$ cat src/verilog/lcd_touch_pkg.sv
// touch-side types and button bounds; coordinates are raw 10-bit panel units with no calibration
package lcd_touch_pkg;

    // four bytes in arrival order from the touch controller
    typedef struct packed {
        logic [7:0] x_low;   // first byte, top of the word
        logic [7:0] x_high;
        logic [7:0] y_low;
        logic [7:0] y_high;  // last byte
    } touch_coord_t;

    // layout seen by the host at address 0
    typedef struct packed {
        logic       valid;   // touch or release in progress
        logic [10:0] rsvd;   // always zero
        logic [9:0] x;
        logic [9:0] y;
    } touch_reg_t;

    // start button rectangle, bounds inclusive
    localparam logic [15:0] BTN_X_MIN = 16'h0028;
    localparam logic [15:0] BTN_X_MAX = 16'h01B7;
    localparam logic [15:0] BTN_Y_MIN = 16'h0028;
    localparam logic [15:0] BTN_Y_MAX = 16'h02F7;

endpackage

$ cat src/verilog/lcd_draw_pkg.sv
// lcd bus word and command sequences; rom contents target an ili-style controller with 16-bit pixels
package lcd_draw_pkg;

    typedef struct packed {
        logic        dc;     // 0 command, 1 data
        logic [15:0] data;
    } lcd_word_t;

    localparam int INIT_LEN  = 8;
    localparam int CLEAR_LEN = 4;

    // step counter widths, sized by the longer sequence
    localparam int INIT_AW  = $clog2(INIT_LEN);
    localparam int CLEAR_AW = $clog2(CLEAR_LEN);

    // start-up sequence
    localparam lcd_word_t INIT_ROM [INIT_LEN] = '{
        '{1'b0, 16'h0011},   // sleep out
        '{1'b0, 16'h003A},   // pixel format
        '{1'b1, 16'h0055},   // 16 bpp
        '{1'b0, 16'h0036},   // memory access control
        '{1'b1, 16'h0048},
        '{1'b0, 16'h0029},   // display on
        '{1'b0, 16'h002C},   // memory write
        '{1'b1, 16'h0000}
    };

    // clear screen before the game starts
    localparam lcd_word_t CLEAR_ROM [CLEAR_LEN] = '{
        '{1'b0, 16'h002A},   // column address
        '{1'b1, 16'h0000},
        '{1'b0, 16'h002C},   // memory write
        '{1'b1, 16'h0000}    // black
    };

endpackage

$ cat src/verilog/lcd_touch_scanner.sv
// touch byte assembler; expects bytes already framed, four per coordinate, only while the pen is down
module lcd_touch_scanner (
    input  logic                        pclk,
    input  logic                        rst_n,
    input  logic                        enable,
    input  logic [7:0]                  tp_byte,
    input  logic                        tp_valid,
    input  logic                        tp_pen,
    output lcd_touch_pkg::touch_coord_t coordinate,
    output logic                        touch_flag,
    output logic                        release_flag
);

    logic [1:0]  byte_cnt;    // bytes of the current frame
    logic [23:0] byte_shift;  // first three bytes of the frame
    logic        pen_q;
    logic        coord_held;  // a full frame came in during this pen-down

    wire last_byte = tp_valid && tp_pen && (byte_cnt == 2'd3);
    wire pen_fall  = pen_q && !tp_pen;

    // control state frozen while disabled
    always_ff @(posedge pclk) begin
        if (!rst_n) begin
            byte_cnt     <= '0;
            pen_q        <= 1'b0;
            coord_held   <= 1'b0;
            touch_flag   <= 1'b0;
            release_flag <= 1'b0;
        end else if (enable) begin
            pen_q        <= tp_pen;
            release_flag <= pen_fall && coord_held;

            if (!tp_pen) begin
                byte_cnt   <= '0;   // pen up restarts framing
                touch_flag <= 1'b0;
            end else if (tp_valid) begin
                byte_cnt <= byte_cnt + 2'd1;
            end

            if (last_byte) begin
                coord_held <= 1'b1;
                touch_flag <= 1'b1;
            end else if (pen_fall) begin
                coord_held <= 1'b0;  // one release per pen-down
            end
        end else begin
            release_flag <= 1'b0;
        end
    end

    // byte path
    always_ff @(posedge pclk) begin
        if (enable && tp_pen && tp_valid) begin
            byte_shift <= {byte_shift[15:0], tp_byte};
            if (byte_cnt == 2'd3) begin
                coordinate <= {byte_shift, tp_byte};  // held until the next full frame
            end
        end
    end

endmodule

$ cat src/verilog/lcd_init.sv
// lcd sequencer; plays INIT_ROM once after reset, CLEAR_ROM per request, requests during a pass are lost
module lcd_init (
    input  logic                    pclk,
    input  logic                    rst_n,
    input  logic                    init_main,
    output logic                    init_finish,
    output logic                    init_wr,
    output lcd_draw_pkg::lcd_word_t init_word
);

    import lcd_draw_pkg::*;

    logic [INIT_AW-1:0] step;
    logic               busy;
    logic               clear_mode;  // 1 while replaying the clear sequence
    logic               last_step;

    always_comb begin
        if (clear_mode) begin
            last_step = (step == INIT_AW'(CLEAR_LEN - 1));
        end else begin
            last_step = (step == INIT_AW'(INIT_LEN - 1));
        end
    end

    always_ff @(posedge pclk) begin
        if (!rst_n) begin
            step        <= '0;
            busy        <= 1'b1;      // start-up pass begins right after reset
            clear_mode  <= 1'b0;
            init_wr     <= 1'b0;
            init_finish <= 1'b0;
        end else begin
            if (busy) begin
                init_wr <= 1'b1;
                step    <= step + INIT_AW'(1);
                if (last_step) begin
                    busy <= 1'b0;
                end
            end else if (init_main) begin
                // first clear word goes out right away
                init_wr    <= 1'b1;
                step       <= INIT_AW'(1);
                clear_mode <= 1'b1;
                busy       <= (CLEAR_LEN > 1);
            end else begin
                init_wr <= 1'b0;
            end

            if (init_wr && !busy) begin
                init_finish <= 1'b1;  // sticky, cycle after the last word
            end
        end
    end

    // word payload
    always_ff @(posedge pclk) begin
        if (busy) begin
            init_word <= clear_mode ? CLEAR_ROM[step[CLEAR_AW-1:0]] : INIT_ROM[step];
        end else if (init_main) begin
            init_word <= CLEAR_ROM[0];
        end
    end

endmodule

$ cat src/verilog/lcd_core.sv
// panel state machine; game state is terminal, only reset leaves it
module lcd_core (
    input  logic                        pclk,
    input  logic                        rst_n,
    input  logic                        init_finish,
    output logic                        init_main,
    output lcd_touch_pkg::touch_reg_t   touch_reg,
    output logic                        cpu_draw,
    input  logic                        touch_flag,
    input  logic                        release_flag,
    input  lcd_touch_pkg::touch_coord_t coordinate,
    output logic                        enable
);

    import lcd_touch_pkg::*;

    typedef enum logic [1:0] {
        IDLE,
        INITIAL,
        MAIN,
        GAME
    } core_state_t;

    core_state_t core_state;

    logic [15:0] cx;
    logic [15:0] cy;
    logic        in_button;

    // bytes arrive low first
    assign cx = {coordinate.x_high, coordinate.x_low};
    assign cy = {coordinate.y_high, coordinate.y_low};

    assign in_button = (cx >= BTN_X_MIN) && (cx <= BTN_X_MAX) &&
                       (cy >= BTN_Y_MIN) && (cy <= BTN_Y_MAX);

    always_comb begin
        touch_reg       = '0;
        touch_reg.valid = touch_flag | release_flag;
        touch_reg.x     = cx[9:0];
        touch_reg.y     = cy[9:0];
    end

    always_ff @(posedge pclk) begin
        if (!rst_n) begin
            core_state <= IDLE;
            enable     <= 1'b0;
            init_main  <= 1'b0;
            cpu_draw   <= 1'b0;
        end else begin
            case (core_state)
                IDLE: core_state <= INITIAL;
                INITIAL: begin
                    if (init_finish) begin
                        enable     <= 1'b1;  // touch scanner on
                        core_state <= MAIN;
                    end
                end
                MAIN: begin
                    if (release_flag && in_button) begin
                        core_state <= GAME;
                        cpu_draw   <= 1'b1;  // bus goes to the cpu
                        init_main  <= 1'b1;  // ask for clear screen
                    end
                end
                GAME: init_main <= 1'b0;
                default: core_state <= IDLE;
            endcase
        end
    end

endmodule

$ cat src/verilog/lcd_mux.sv
// lcd bus selector, one cycle latency; init words win, losing cpu words are dropped
module lcd_mux (
    input  logic                    pclk,
    input  logic                    rst_n,
    input  logic                    cpu_draw,
    input  logic                    init_wr,
    input  lcd_draw_pkg::lcd_word_t init_word,
    input  logic                    cpu_wr,
    input  lcd_draw_pkg::lcd_word_t cpu_word,
    output logic                    lcd_wr,
    output lcd_draw_pkg::lcd_word_t lcd_word
);

    logic cpu_pass;

    // cpu only gets the bus in game state with no init word pending
    assign cpu_pass = cpu_wr && cpu_draw && !init_wr;

    always_ff @(posedge pclk) begin
        if (!rst_n) begin
            lcd_wr <= 1'b0;
        end else begin
            lcd_wr <= init_wr | cpu_pass;
        end
    end

    // bus word holds when idle
    always_ff @(posedge pclk) begin
        if (init_wr) begin
            lcd_word <= init_word;
        end else if (cpu_pass) begin
            lcd_word <= cpu_word;
        end
    end

endmodule

$ cat src/verilog/lcd_ctrl.sv
// host status port; read data valid one cycle after host_rd, count wraps at 16 bits
module lcd_ctrl (
    input  logic                      pclk,
    input  logic                      rst_n,
    input  lcd_touch_pkg::touch_reg_t touch_reg,
    input  logic                      cpu_draw,
    input  logic                      init_finish,
    input  logic                      host_rd,
    input  logic [1:0]                host_addr,
    output logic [31:0]               host_rdata
);

    import lcd_touch_pkg::*;

    touch_reg_t  touch_latch;
    logic        valid_q;
    logic [15:0] touch_cnt;

    always_ff @(posedge pclk) begin
        if (!rst_n) begin
            valid_q     <= 1'b0;
            touch_latch <= '0;
            touch_cnt   <= '0;
            host_rdata  <= '0;
        end else begin
            valid_q <= touch_reg.valid;
            if (touch_reg.valid) begin
                touch_latch <= touch_reg;  // follow the latest frame of this touch
            end
            if (touch_reg.valid && !valid_q) begin
                touch_cnt <= touch_cnt + 16'd1;  // one per pen-down
            end

            if (host_rd) begin
                case (host_addr)
                    2'd0:    host_rdata <= touch_latch;
                    2'd1:    host_rdata <= {16'd0, touch_cnt};
                    2'd2:    host_rdata <= {30'd0, cpu_draw, init_finish};
                    default: host_rdata <= '0;
                endcase
            end
        end
    end

endmodule

$ cat src/verilog/lcd_top.sv
// lcd touch front end top; cpu words reach the panel only in game state and never beside an init word
module lcd_top (
    input  logic                    pclk,
    input  logic                    rst_n,
    // touch controller
    input  logic [7:0]              tp_byte,
    input  logic                    tp_valid,
    input  logic                    tp_pen,
    // cpu drawing path
    input  logic                    cpu_wr,
    input  lcd_draw_pkg::lcd_word_t cpu_word,
    // lcd bus
    output logic                    lcd_wr,
    output lcd_draw_pkg::lcd_word_t lcd_word,
    // host status
    input  logic                    host_rd,
    input  logic [1:0]              host_addr,
    output logic [31:0]             host_rdata
);

    import lcd_touch_pkg::*;
    import lcd_draw_pkg::*;

    touch_coord_t coordinate;
    touch_reg_t   touch_reg;
    lcd_word_t    init_word;
    logic         touch_flag;
    logic         release_flag;
    logic         enable;
    logic         init_finish;
    logic         init_main;
    logic         init_wr;
    logic         cpu_draw;

    lcd_touch_scanner u_scanner (
        .pclk         (pclk),
        .rst_n        (rst_n),
        .enable       (enable),
        .tp_byte      (tp_byte),
        .tp_valid     (tp_valid),
        .tp_pen       (tp_pen),
        .coordinate   (coordinate),
        .touch_flag   (touch_flag),
        .release_flag (release_flag)
    );

    lcd_init u_init (
        .pclk        (pclk),
        .rst_n       (rst_n),
        .init_main   (init_main),
        .init_finish (init_finish),
        .init_wr     (init_wr),
        .init_word   (init_word)
    );

    lcd_core u_core (
        .pclk         (pclk),
        .rst_n        (rst_n),
        .init_finish  (init_finish),
        .init_main    (init_main),
        .touch_reg    (touch_reg),
        .cpu_draw     (cpu_draw),
        .touch_flag   (touch_flag),
        .release_flag (release_flag),
        .coordinate   (coordinate),
        .enable       (enable)
    );

    lcd_mux u_mux (
        .pclk      (pclk),
        .rst_n     (rst_n),
        .cpu_draw  (cpu_draw),
        .init_wr   (init_wr),
        .init_word (init_word),
        .cpu_wr    (cpu_wr),
        .cpu_word  (cpu_word),
        .lcd_wr    (lcd_wr),
        .lcd_word  (lcd_word)
    );

    lcd_ctrl u_ctrl (
        .pclk        (pclk),
        .rst_n       (rst_n),
        .touch_reg   (touch_reg),
        .cpu_draw    (cpu_draw),
        .init_finish (init_finish),
        .host_rd     (host_rd),
        .host_addr   (host_addr),
        .host_rdata  (host_rdata)
    );

endmodule

$ cat config.mk
export PLATFORM = sky130hd
export DESIGN_NAME = lcd_top
export DESIGN_NICKNAME = d
export VERILOG_FILES = /design/src/verilog/lcd_touch_pkg.sv /design/src/verilog/lcd_draw_pkg.sv /design/src/verilog/lcd_touch_scanner.sv /design/src/verilog/lcd_init.sv /design/src/verilog/lcd_core.sv /design/src/verilog/lcd_mux.sv /design/src/verilog/lcd_ctrl.sv /design/src/verilog/lcd_top.sv
export SDC_FILE = /design/constraint.sdc
export NUM_CORES = 1
export LEC_CHECK = 0
export BUFFER_PORTS_ARGS = -buffer_cell sky130_fd_sc_hd__clkbuf_2
export CELL_PAD_IN_SITES_DETAIL_PLACEMENT = 0
export CELL_PAD_IN_SITES_GLOBAL_PLACEMENT = 1
export CORE_AREA = 2 2 147 149
export DETAILED_ROUTE_END_ITERATION = 8
export DIE_AREA = 0 0 149 151
export PLACE_DENSITY_LB_ADDON = 0.1
export SLEW_MARGIN = 20
export SYNTH_ARGS = -nofsm -noshare
export SYNTH_HDL_FRONTEND = slang
export SYNTH_SLANG_ARGS = --single-unit
$ cat constraint.sdc
create_clock -name pclk -period 3.1 [get_ports pclk]
set_input_delay 0 -clock pclk [delete_from_list [all_inputs] [get_ports pclk]]
set_output_delay 0 -clock pclk [all_outputs]
set_load 0.03 [all_outputs]
==> qor.txt <==
final WL: 12900 um
crit path buf inv count: 3
mapped cell area: 6160 um2
First-pass DRT Iterations: 4
Final Hold Slack: 0.0267 ns
CTS Hold Bufs: 29
DR WL/cell: 14.1 um
synth warn: 0
max cap viols: 0
clk sinks: 159
CP Max Fanout: 32
GP Congestion: 0.717
Synth cell types: 51
via count: 3995
top-area cell type share of the netlist area: 0.395
crit path DAT: 1.92 ns
Antenna Nets Post-Route: 0
synth top area cells: edfxtp_1 (40%), dfxtp_1 (25%), a21oi_1 (4.6%)
Nets: 673
I/O pins: 83
dpl hpwl: 9090 um
largest net degree at the start of global routing: 34
crit-path cells: and3_1 -> buf_4 -> nand2_1 -> inv_1 -> buf_4
final period utilization: 0.597
Largest delay share family, worst path: buffers and inverters
H-tree depth: 4
ys flop type: edfxtp_1
static leakage: 2.84 nW
Starting Density: 0.296
chip width: 149 um
Cells after Synth: 532
GRT Total Usage: 0.122
peak supply drop: 352 uV
most frequent cells after synthesis: edfxtp_1 (81), dfxtp_1 (78), nor2_1 (72)
crit path kind: flop to flop
most common cell in the netlist: edfxtp_1
antenna cells: 0
outcome: finished clean
final setup violation count: 0
max-slew violations: 0
EDFF count, synth: 81
IO buf count: 71
Setup Skew: 0.00744 ns
root buffer selected by CTS: clkbuf_16
number of global-route vias before repair: 3967
max frequency: 540 MHz
post-CTS setup buffers: 0
die height: 151 um
Core ar.: 20800 um2
grt peak-use layer: met2
Synth Register Bits: 159
relative slew slack: 0.524
drt drc: 0
RSZ-0062 raised after global routing: false
crit end category: flop
GR Layer Usage met1: 0.175
Clock Tree Buf Depth: 2
clock insertion delay at the later pin of the skew report: 0.41 ns
Worst path slowest cell: dfxtp_1
post_cts resized: 0
Area Growth Syn to Fin: 24.2%
first-pass GRT wire length: 21100 um
Setup TNS Final: 0 ns
DR vias/cell: 4.35
DR iter-0 viols: 163
Slew @ Worst Pin: 0.714 ns
Die Footprint: 22500 um2
pwr dens: 619 nW/um2
num rows: 53
slowest stage delay, CP: 0.42 ns
post-synth top area cell: edfxtp_1
Req. time, crit path: 3.17 ns
crit start category: flop
initial antenna violation count: 0
Synth async-reset ratio: 0
clock period minus worst slack: 1.85 ns
Final Hold Fails: 0
met2 Track Usage GR: 0.176
grt total ovfl: 0
global routing usage on met3: 0.0298
layout cells sized above 1: 0.191
CP most frequent cell: buf_4
HP Class: input port to flop
Seq/Total Area, Yosys: 0.649
CTS tree: done
number of CTS-inserted buffers: 17
clock slew at reported path FFs: 0.06 ns
syn_area_per_cell: 11.6 um2
## routing by layer
metal  vias up  wire length, um  share of wire
li1       2047                -              -
met5         -                0              0
met1      1853             6800           0.53
met4         0              166          0.013
met2        83             5420           0.42
met3        12              533          0.041
## registers in the layout (all words and copies together), names as in the netlist, 2 cells and up
register,cells
u_scanner.coordinate,32
u_scanner.byte_shift,24
u_ctrl.host_rdata,21
u_ctrl.touch_latch,21
u_mux.lcd_word,17
u_ctrl.touch_cnt,16
u_init.init_word,8
u_init.step,3
u_core.core_state,2
u_scanner.byte_cnt,2
## cell type report
cell class | count | area (um2)
Fill cell | 2078 | 13200
Clock inverter | 14 | 178
Clock buffer | 18 | 429
Inverter | 13 | 48.8
Timing Repair Buffer | 105 | 683
Sequential cell | 159 | 3990
Multi-Input combinational cell | 335 | 1970
Tap cell | 275 | 344
## worst reg2reg max path: cells and delay by family (launching register included)
kind / cells / cell delay, ns
simple gates: 2 / 0.33
flops: 1 / 0.42
buf+inv: 3 / 0.75
## logic make-up (layout without fill, tap and decap cells)
| family | after synthesis | in the layout | share of synthesized area |
|---|---|---|---|
| simple gates | 185 | 185 | 0.145 |
| flops | 159 | 159 | 0.649 |
| compound gates | 85 | 85 | 0.0776 |
| other cells | 1 | 11 | 0.000609 |
| buf+inv | 48 | 150 | 0.0378 |
| xor+xnor | 14 | 14 | 0.0199 |
| mux | 31 | 31 | 0.0520 |
| fa+ha+maj | 9 | 9 | 0.0183 |
## cells in the final DEF (no fill, tap or decap), types with 11 or more instances in the layout
| cell type | n |
|---|---|
| edfxtp_1 | 81 |
| dfxtp_1 | 78 |
| nor2_1 | 72 |
| clkbuf_2 | 71 |
| nand2_1 | 56 |
| a21oi_1 | 56 |
| dlygate4sd3_1 | 29 |
| mux2i_1 | 23 |
| clkbuf_16 | 17 |
| nor2b_1 | 13 |
| inv_1 | 11 |
| conb_1 | 11 |
## path summary, 6_finish.rpt
path | depth (start not counted) | end | startpoint | slack (ns)
min reg2reg | 0 | u_scanner.coordinate[28] | u_scanner.byte_shift[20] | 0.42
min | 4 | u_ctrl.host_rdata[0] | host_addr[1] | 0.03
max | 5 | u_scanner.coordinate[16] | u_core.enable | 1.25
max reg2reg | 5 | u_scanner.coordinate[16] | u_core.enable | 1.25
## power breakdown
group | switching, mW | total [mW] | internal (mW)
Clock | 0.853 | 2.13 | 1.28
Sequential | 0.0312 | 2.28 | 2.25
Combinational | 0.188 | 0.316 | 0.128
Total | 1.07 | 4.73 | 3.66
## per-stage QoR
stage | std cells | power (mW) | utilization | setup WS, ns | cell area, um2
floorplan | 542 | 2.54 | - | 0.728 | 6190
CTS | 919 | 4.80 | 0.367 | 1.20 | 7640
global route | 919 | 4.91 | 0.367 | 1.05 | 7640
finish | 919 | 4.73 | 0.367 | 1.25 | 7640
global placement | 858 | 2.61 | 0.324 | 1.26 | 6750
detailed placement | 858 | 2.62 | 0.324 | 1.21 | 6750
Note: power is estimated with default switching activity, not from simulation.
